## src/cnnPipe_macros.svh

```systemverilog
`ifndef CNN_PIPE_MACROS_SVH
`define CNN_PIPE_MACROS_SVH

// Activation sample and weight width
`define CNN_SAMPLE_W 16

// Product, sum and ALU result width
`define CNN_WIDE_W 32

// Activation lanes per item
`define CNN_DATA_LANES 5

// Adder terms, five products plus bias
`define CNN_TERM_LANES 6

`endif

```

## src/cnnDataPkg.sv

```systemverilog
`default_nettype none

`include "cnnPipe_macros.svh"

package cnnDataPkg;

    // One signed activation sample or weight
    typedef logic signed [`CNN_SAMPLE_W-1:0] sample_t;

    // Product, sum or ALU result
    typedef logic signed [`CNN_WIDE_W-1:0] wide_t;

    // Five activation lanes, lane0 in the low bits
    typedef struct packed {
        sample_t lane4;
        sample_t lane3;
        sample_t lane2;
        sample_t lane1;
        sample_t lane0;
    } dataLanes_t;

    // Lane weights plus bias weight on top
    typedef struct packed {
        sample_t bias;
        sample_t lane4;
        sample_t lane3;
        sample_t lane2;
        sample_t lane1;
        sample_t lane0;
    } weightLanes_t;

    // Adder terms, term5 is the bias term
    typedef struct packed {
        wide_t term5;
        wide_t term4;
        wide_t term3;
        wide_t term2;
        wide_t term1;
        wide_t term0;
    } termLanes_t;

endpackage

`default_nettype wire

```

## src/cnnCtrlPkg.sv

```systemverilog
`default_nettype none

`include "cnnPipe_macros.svh"

package cnnCtrlPkg;

    ////////////////////////////////
    // Per-item control word
    ////////////////////////////////

    typedef struct packed {
        // One enable per adder term, bit 5 is bias
        logic [`CNN_TERM_LANES-1:0] laneEnable;
        // Raw samples into the adder
        logic bypass;
        // Feed back previous ALU result
        logic accumulate;
        // Pooling path as ALU result
        logic selectMax;
        // Global pooling latch update
        logic runningMax;
        // Latch back to most negative sample
        logic clearMax;
        // Item closes an output
        logic done;
    } ctrlWord_t;

    // Bubble word, no lanes, latch cleared
    localparam ctrlWord_t ctrlIdle = '{
        laneEnable: '0,
        bypass:     1'b0,
        accumulate: 1'b0,
        selectMax:  1'b0,
        runningMax: 1'b0,
        clearMax:   1'b1,
        done:       1'b0
    };

endpackage

`default_nettype wire

```

## src/operandStage.sv

```systemverilog
`timescale 1ns/10ps
`default_nettype none

module operandStage
    import cnnDataPkg::*;
    import cnnCtrlPkg::*;
(
    input  wire          Clk,
    input  wire          rstN,
    input  wire          enable,
    input  ctrlWord_t    ctrlIn,
    input  dataLanes_t   dataIn,
    input  weightLanes_t weightIn,
    output ctrlWord_t    ctrlOut,
    output dataLanes_t   dataOut,
    output weightLanes_t weightOut
);

    ////////////////////////////////
    // Stage one register
    ////////////////////////////////

    // Sampled at edge k
    // Both compute paths read from here
    always_ff @(posedge Clk or negedge rstN) begin
        if (!rstN) begin
            ctrlOut   <= '0;
            dataOut   <= '0;
            weightOut <= '0;
        end else if (enable) begin
            // Live item
            ctrlOut   <= ctrlIn;
            dataOut   <= dataIn;
            weightOut <= weightIn;
        end else begin
            // Idle bubble
            // No done, no lanes, latch gets cleared downstream
            ctrlOut   <= ctrlIdle;
            dataOut   <= '0;
            weightOut <= '0;
        end
    end

endmodule

`default_nettype wire

```

## src/macLanes.sv

```systemverilog
`timescale 1ns/10ps
`default_nettype none

`include "cnnPipe_macros.svh"

module macLanes
    import cnnDataPkg::*;
    import cnnCtrlPkg::*;
(
    input  wire          Clk,
    input  wire          rstN,
    input  ctrlWord_t    ctrl,
    input  dataLanes_t   data,
    input  weightLanes_t weight,
    input  wide_t        accRes,
    output wide_t        sumRes
);

    // Lane views of the operand structs
    sample_t [`CNN_DATA_LANES-1:0] dataArr;
    sample_t [`CNN_TERM_LANES-1:0] weightArr;

    // Terms before and after the stage two register
    wide_t [`CNN_TERM_LANES-1:0] termNext;
    termLanes_t                  termReg;
    wide_t [`CNN_TERM_LANES-1:0] termArr;
    logic                        accReg;

    // Adder tree nodes
    wide_t pairA;
    wide_t pairB;
    wide_t pairC;
    wide_t feedBack;

    assign dataArr   = data;
    assign weightArr = weight;

    ////////////////////////////////
    // Multiply, bypass and mask
    ////////////////////////////////

    always_comb begin
        for (int i = 0; i < `CNN_DATA_LANES; i++) begin
            if (ctrl.bypass)
                // Sign-extended raw sample
                termNext[i] = wide_t'(dataArr[i]);
            else if (ctrl.laneEnable[i])
                termNext[i] = wide_t'(dataArr[i]) * wide_t'(weightArr[i]);
            else
                termNext[i] = '0;
        end
        // Bias term, dropped under bypass
        if (!ctrl.bypass && ctrl.laneEnable[`CNN_TERM_LANES-1])
            termNext[`CNN_TERM_LANES-1] = wide_t'(weightArr[`CNN_TERM_LANES-1]);
        else
            termNext[`CNN_TERM_LANES-1] = '0;
    end

    // Stage two, terms travel with their accumulate bit
    always_ff @(posedge Clk or negedge rstN) begin
        if (!rstN) begin
            termReg <= '0;
            accReg  <= 1'b0;
        end else begin
            termReg <= termNext;
            accReg  <= ctrl.accumulate;
        end
    end

    ////////////////////////////////
    // Adder tree
    ////////////////////////////////

    assign termArr = termReg;

    // accRes is the previous item's ALU result, so chains run back-to-back
    assign feedBack = accReg ? accRes : '0;
    assign pairA    = termArr[0] + termArr[1];
    assign pairB    = termArr[2] + termArr[3];
    assign pairC    = termArr[4] + termArr[5];
    assign sumRes   = (pairA + pairB) + (pairC + feedBack);

endmodule

`default_nettype wire

```

## src/poolLanes.sv

```systemverilog
`timescale 1ns/10ps
`default_nettype none

`include "cnnPipe_macros.svh"

module poolLanes
    import cnnDataPkg::*;
(
    input  wire        Clk,
    input  wire        rstN,
    input  dataLanes_t data,
    output wide_t      maxRes
);

    dataLanes_t                    dataReg;
    sample_t [`CNN_DATA_LANES-1:0] laneArr;
    sample_t                       best;

    // Stage two copy of the samples
    always_ff @(posedge Clk or negedge rstN) begin
        if (!rstN)
            dataReg <= '0;
        else
            dataReg <= data;
    end

    assign laneArr = dataReg;

    // Signed five-way maximum
    always_comb begin
        best = laneArr[0];
        for (int i = 1; i < `CNN_DATA_LANES; i++) begin
            if (laneArr[i] > best)
                best = laneArr[i];
        end
    end

    // Widened to ALU width
    assign maxRes = wide_t'(best);

endmodule

`default_nettype wire

```

## src/writeBack.sv

```systemverilog
`timescale 1ns/10ps
`default_nettype none

`include "cnnPipe_macros.svh"

module writeBack
    import cnnDataPkg::*;
    import cnnCtrlPkg::*;
(
    input  wire       Clk,
    input  wire       rstN,
    input  ctrlWord_t ctrl,
    input  wide_t     sumRes,
    input  wide_t     maxRes,
    output wide_t     accRes,
    output sample_t   writeData,
    output logic      computeDone
);

    // Most negative sample, latch floor
    localparam sample_t minSample = {1'b1, {(`CNN_SAMPLE_W-1){1'b0}}};

    // Stage two control, aligned with sumRes and maxRes
    logic selMaxReg;
    logic runMaxReg;
    logic clrMaxReg;
    logic doneReg;

    wide_t   aluRes;
    sample_t aluLow;
    sample_t maxLatch;
    sample_t larger;

    always_ff @(posedge Clk or negedge rstN) begin
        if (!rstN) begin
            selMaxReg <= 1'b0;
            runMaxReg <= 1'b0;
            clrMaxReg <= 1'b0;
            doneReg   <= 1'b0;
        end else begin
            selMaxReg <= ctrl.selectMax;
            runMaxReg <= ctrl.runningMax;
            clrMaxReg <= ctrl.clearMax;
            doneReg   <= ctrl.done;
        end
    end

    ////////////////////////////////
    // ALU select and latch compare
    ////////////////////////////////

    assign aluRes = selMaxReg ? maxRes : sumRes;
    assign aluLow = aluRes[`CNN_SAMPLE_W-1:0];
    // Signed compare against the ALU result itself
    assign larger = (aluLow > maxLatch) ? aluLow : maxLatch;

    // Edge k+2, outputs, feedback and latch
    always_ff @(posedge Clk or negedge rstN) begin
        if (!rstN) begin
            accRes      <= '0;
            writeData   <= '0;
            computeDone <= 1'b0;
            maxLatch    <= minSample;
        end else begin
            accRes      <= aluRes;
            writeData   <= runMaxReg ? larger : aluLow;
            computeDone <= doneReg;
            // Clear wins over update
            if (clrMaxReg)
                maxLatch <= minSample;
            else if (runMaxReg)
                maxLatch <= larger;
        end
    end

endmodule

`default_nettype wire

```

## src/cnnPipeTop.sv

```systemverilog
`timescale 1ns/10ps
`default_nettype none

module cnnPipeTop
    import cnnDataPkg::*;
    import cnnCtrlPkg::*;
(
    input  wire          Clk,
    input  wire          rstN,
    input  wire          enable,
    input  ctrlWord_t    ctrl,
    input  dataLanes_t   data,
    input  weightLanes_t weight,
    output sample_t      writeData,
    output logic         computeDone
);

    // Stage one outputs
    ctrlWord_t    ctrlS1;
    dataLanes_t   dataS1;
    weightLanes_t weightS1;

    // Path results and feedback
    wide_t sumRes;
    wide_t maxRes;
    wide_t accRes;

    ////////////////////////////////
    // Stage one
    ////////////////////////////////

    operandStage u_operandStage (
        .Clk       (Clk),
        .rstN      (rstN),
        .enable    (enable),
        .ctrlIn    (ctrl),
        .dataIn    (data),
        .weightIn  (weight),
        .ctrlOut   (ctrlS1),
        .dataOut   (dataS1),
        .weightOut (weightS1)
    );

    ////////////////////////////////
    // Stage two, both paths
    ////////////////////////////////

    macLanes u_macLanes (
        .Clk    (Clk),
        .rstN   (rstN),
        .ctrl   (ctrlS1),
        .data   (dataS1),
        .weight (weightS1),
        .accRes (accRes),
        .sumRes (sumRes)
    );

    poolLanes u_poolLanes (
        .Clk    (Clk),
        .rstN   (rstN),
        .data   (dataS1),
        .maxRes (maxRes)
    );

    // Stage three, select and write
    writeBack u_writeBack (
        .Clk         (Clk),
        .rstN        (rstN),
        .ctrl        (ctrlS1),
        .sumRes      (sumRes),
        .maxRes      (maxRes),
        .accRes      (accRes),
        .writeData   (writeData),
        .computeDone (computeDone)
    );

endmodule

`default_nettype wire

```

## config.mk

```make
export PLATFORM = sky130hd
export DESIGN_NAME = cnnPipeTop
export DESIGN_NICKNAME = d
export VERILOG_FILES = /design/src/cnnDataPkg.sv /design/src/cnnCtrlPkg.sv /design/src/operandStage.sv /design/src/macLanes.sv /design/src/poolLanes.sv /design/src/writeBack.sv /design/src/cnnPipeTop.sv
export VERILOG_INCLUDE_DIRS = /design/src
export SDC_FILE = /design/constraint.sdc
export NUM_CORES = 2
export LEC_CHECK = 0
export BUFFER_PORTS_ARGS = -buffer_cell sky130_fd_sc_hd__buf_4
export CAP_MARGIN = 20
export CORE_AREA = 2 2 252 254
export CTS_CLUSTER_DIAMETER = 120
export DETAILED_ROUTE_END_ITERATION = 8
export DIE_AREA = 0 0 254 256
export GPL_ROUTABILITY_DRIVEN = 1
export GPL_TIMING_DRIVEN = 0
export PLACE_DENSITY = 0.9
export SETUP_SLACK_MARGIN = 0.3
export SYNTH_ARGS = -nofsm -noshare
export SYNTH_HDL_FRONTEND = slang
export SYNTH_SLANG_ARGS = --single-unit
```

## constraint.sdc

```tcl
create_clock -name Clk -period 15.1 [get_ports Clk]
set_clock_uncertainty 0.1 [all_clocks]
set_input_delay 3.02 -clock Clk [delete_from_list [all_inputs] [get_ports Clk]]
set_output_delay 3.02 -clock Clk [all_outputs]
set_load 0.02 [all_outputs]
```

==> qor.yml <==
clock_tree:
  cts_sinks: 418
  postCtsSetupBuffers: 0
  cts_buffers: 45
  root_buffer: "clkbuf_16"
  clk_path_buf_depth: 3
  path_clk_slew_ns: 0.06
  clk_latency_ns: 0.61
  holdBufCountCts: 0
  tritoncts: "yes"
  h-tree-depth: 2
global_routing:
  grt-ovfl-total: 0
  grt_first_pass_wirelength_mm: 172.6
  grt_max_degree: 128
  grt_use_total_pct: 35.11
  antenna_found_initial: 5
  grt_pass1_vias: 32300
yosys:
  async_flop_share_pct: 100.0
  syn_avg_cell_area_um2: 9.612
  ys_types: 76
  synth_warnings: 0
  ys_ff_latch: 418
  synth_edf_count: 0
  synth_nets: 5174
  synth_ff_type: "dfrtp_1"
  mappedNetlistArea_um2: 39580
  ys_seq_area_share_pct: 26.43
  netlist_instances: 4118
die:
  io_pins: 208
  start_util_pct: 63.45
  die_area_um2: 65020
  row_count: 92
  core_area_um2: 62390
  die_x_um: 254
  die_y_um: 256
worst_setup_path:
  crit_type: "reg2reg"
  slowest_stage: "a2111o_1"
  start_kind: "flip-flop"
  crit_fanout: 10
  cpMostUsedCell: "o21a_1"
  cp_slowest_stage_delay_ns: 0.45
  cp.required_ns: 15.46
  arrival_ns: 14.51
  cp-end-kind: "flip-flop"
timing:
  min_period_ns: 14.15
  fmax_mhz: 70.65
  hold_viol: 0
  setup-violations-final: 0
  drv_slew: 0
  worst_pin_slew_ns: 1.131
  max_slew_margin_pct: 24.57
  hold_slack_ns: 0.2265
  rsz0062_at_grt: "true"
  fin_tns_setup_ns: 0
  period_share_pct: 93.73
pwr:
  ir_worst_vdd_mv: 0.09524
  power_frac_comb_pct: 49.3
  netSwitchingFraction_pct: 41.40
  clockPowerShare_pct: 23.3
  total_power_w: 0.004902
  power.share.sequential_pct: 27.4
  power_switching_w: 0.002030
  leakage_nw: 22.51
  p_per_area_nw_per_um2: 111.5
  internal_power_w: 0.002872
placed_design:
  dp.cells: 5175
  place.gp.congestion: 0.9688
  io_buffer_count: 206
  hpwl_mm: 86.54
routing:
  wire_per_inst_um: 20.87
  via_count: 29910
  dr.pass1.iters: 8
  routed_via_density: 5.689
  routed_wl_mm: 109.7
  drc_errors: 0
  drt_iter0_drc: 2442
  ant_nets: 0
run_status:
  outcome: "finished, final reports clean"
cells_and_area:
  final_core_util_pct: 70.46
  drive_gt1_share_pct: 8.074
  area_growth_syn_to_layout_pct: 11.05
  multi_input_area_um2: 25450
  layout.nets: 5432
  regArea_um2: 10460
  stdcell_count: 5257
  fillers: 4388
flow_run:
  maxCapViolCount: 0
worst_hold_path:
  hold_class: "reg2reg"
power by group through the flow:
| stage | Sequential (W) | Clock, W | Combinational (W) |
|---|---|---|---|
| 2_1_floorplan | 0.00134 | 0 | 0.00161 |
| 3_3_place_gp | 0.00136 | 0 | 0.00227 |
| 3_5_place_dp | 0.00136 | 0 | 0.00233 |
| 4_1_cts | 0.00134 | 0.00115 | 0.00237 |
| 5_1_grt | 0.00135 | 0.00120 | 0.00268 |
| 6_report | 0.00134 | 0.00114 | 0.00242 |
repair_timing:
action / CTS / global route
endpoints found under the hold margin: 0 / 0
gates resized for setup: 11 / 32
endpoints found under the setup margin: 32 / 32
cloned: 0 / 0
metal layers:
layer,up-vias,share of wire (%),GRT usage (%)
met4,4,6.7,20.77
li1,13100,-,-
met3,463,9.1,8.156
met5,-,0.026,0
met2,1523,47,57.16
met1,14820,37,42.65
cells in the final DEF, fill, tap and decap left out, drive strengths merged, types with 13 or more instances in the layout:
cell type	n
and2	488
nor2b	31
o221ai	14
nand2b	27
a21oi	95
mux2i	24
inv	844
o21a	16
a21o	23
a22o	30
buf	220
dfrtp	417
a31oi	13
fa	467
nand4	16
xnor2	176
o41ai	22
xor2	38
o31ai	17
o21ai	98
nor2	70
nand2	509
clkinv	18
ha	398
nor3	33
a21boi	16
clkbuf	201
worst max-delay path: cells and delay by family, from the launching register on:
family	cells	cell delay, ns
simple gates	12	1.67
fa+ha+maj	5	1.47
buf+inv	11	2.14
compound gates	40	8.22
flops	1	0.39
per-stage QoR:
| step | cell area, µm² | setup slack (ns) |
|---|---|---|
| 4_1_cts | 43870 | 0.3437 |
| 3_3_place_gp | 42190 | -0.6829 |
| 5_1_grt | 43950 | 0.2183 |
| 3_5_place_dp | 42320 | -0.7392 |
| 6_report | 43960 | 0.9467 |
| 2_1_floorplan | 39580 | 2.428 |
area by class of cell:
type | instances | area share (%)
Antenna cell | 2 | 0.01139
Buffer | 154 | 1.415
Clock buffer | 56 | 2.818
Clock inverter | 24 | 0.6120
Inverter | 845 | 7.216
Multi-Input combinational cell | 2701 | 57.90
Sequential cell | 418 | 23.80
Tap cell | 846 | 2.408
Timing Repair Buffer | 211 | 3.820
sequential cells by signal (all words and copies together) (netlist names), 12 cells and up:
name                      count
u_macLanes.termArr           96
u_operandStage.weightOut     96
u_operandStage.dataOut       80
u_poolLanes.dataReg          80
u_writeBack.accRes           16
u_writeBack.maxLatch         16
u_writeBack.writeData        16
u_operandStage.ctrlOut       12
synth_stat cells (all sizes together) (23+ instances only):
cell    number  area [µm²]
nand2      509        1911
dfrtp      417       10440
fa         467        9349
mux2i       24       252.7
and2       488        3053
xor2        38       332.8
nand2b      27       168.9
nor2        70       262.8
a21oi       95       475.5
a21o        23       172.7
xnor2      176        1541
nor2b       31       193.9
nor3        33       170.2
inv        841        3157
clkbuf     144       540.5
o21ai       98       494.2
a22o        30       262.8
ha         398        4980
worst paths after layout:
kind | start | to | slack (ns) | depth (start not counted)
worst max-delay path | u_poolLanes.dataReg[1]$_DFF_PN0_ | u_writeBack.writeData[5]$_DFF_PN0_ | 0.95 | 68
worst min-delay path | u_writeBack.doneReg$_DFF_PN0_ | u_writeBack.computeDone$_DFF_PN0_ | 0.23 | 0
worst max register to register | u_poolLanes.dataReg[1]$_DFF_PN0_ | u_writeBack.writeData[5]$_DFF_PN0_ | 0.95 | 68
worst min register to register | u_writeBack.doneReg$_DFF_PN0_ | u_writeBack.computeDone$_DFF_PN0_ | 0.23 | 0
max in group asynchronous | rstN | u_writeBack.maxLatch[10]$_DFFE_PN0P_ | 10.97 | 3
min in group asynchronous | rstN | u_operandStage.weightOut[42]$_DFF_PN0_ | 2.31 | 1
logic make-up after synthesis:
logic type / after synthesis / share of synthesized area [%]
AO/OA/AOI/OAI: 395 / 7.074
XOR/XNOR: 214 / 4.735
adder cells (fa/ha/maj): 865 / 36.20
buffers and inverters: 999 / 9.517
flip-flops: 418 / 26.43
multiplexers: 30 / 0.8092
AND/OR/NAND/NOR: 1197 / 15.24
(Power assumes the default switching activity.)
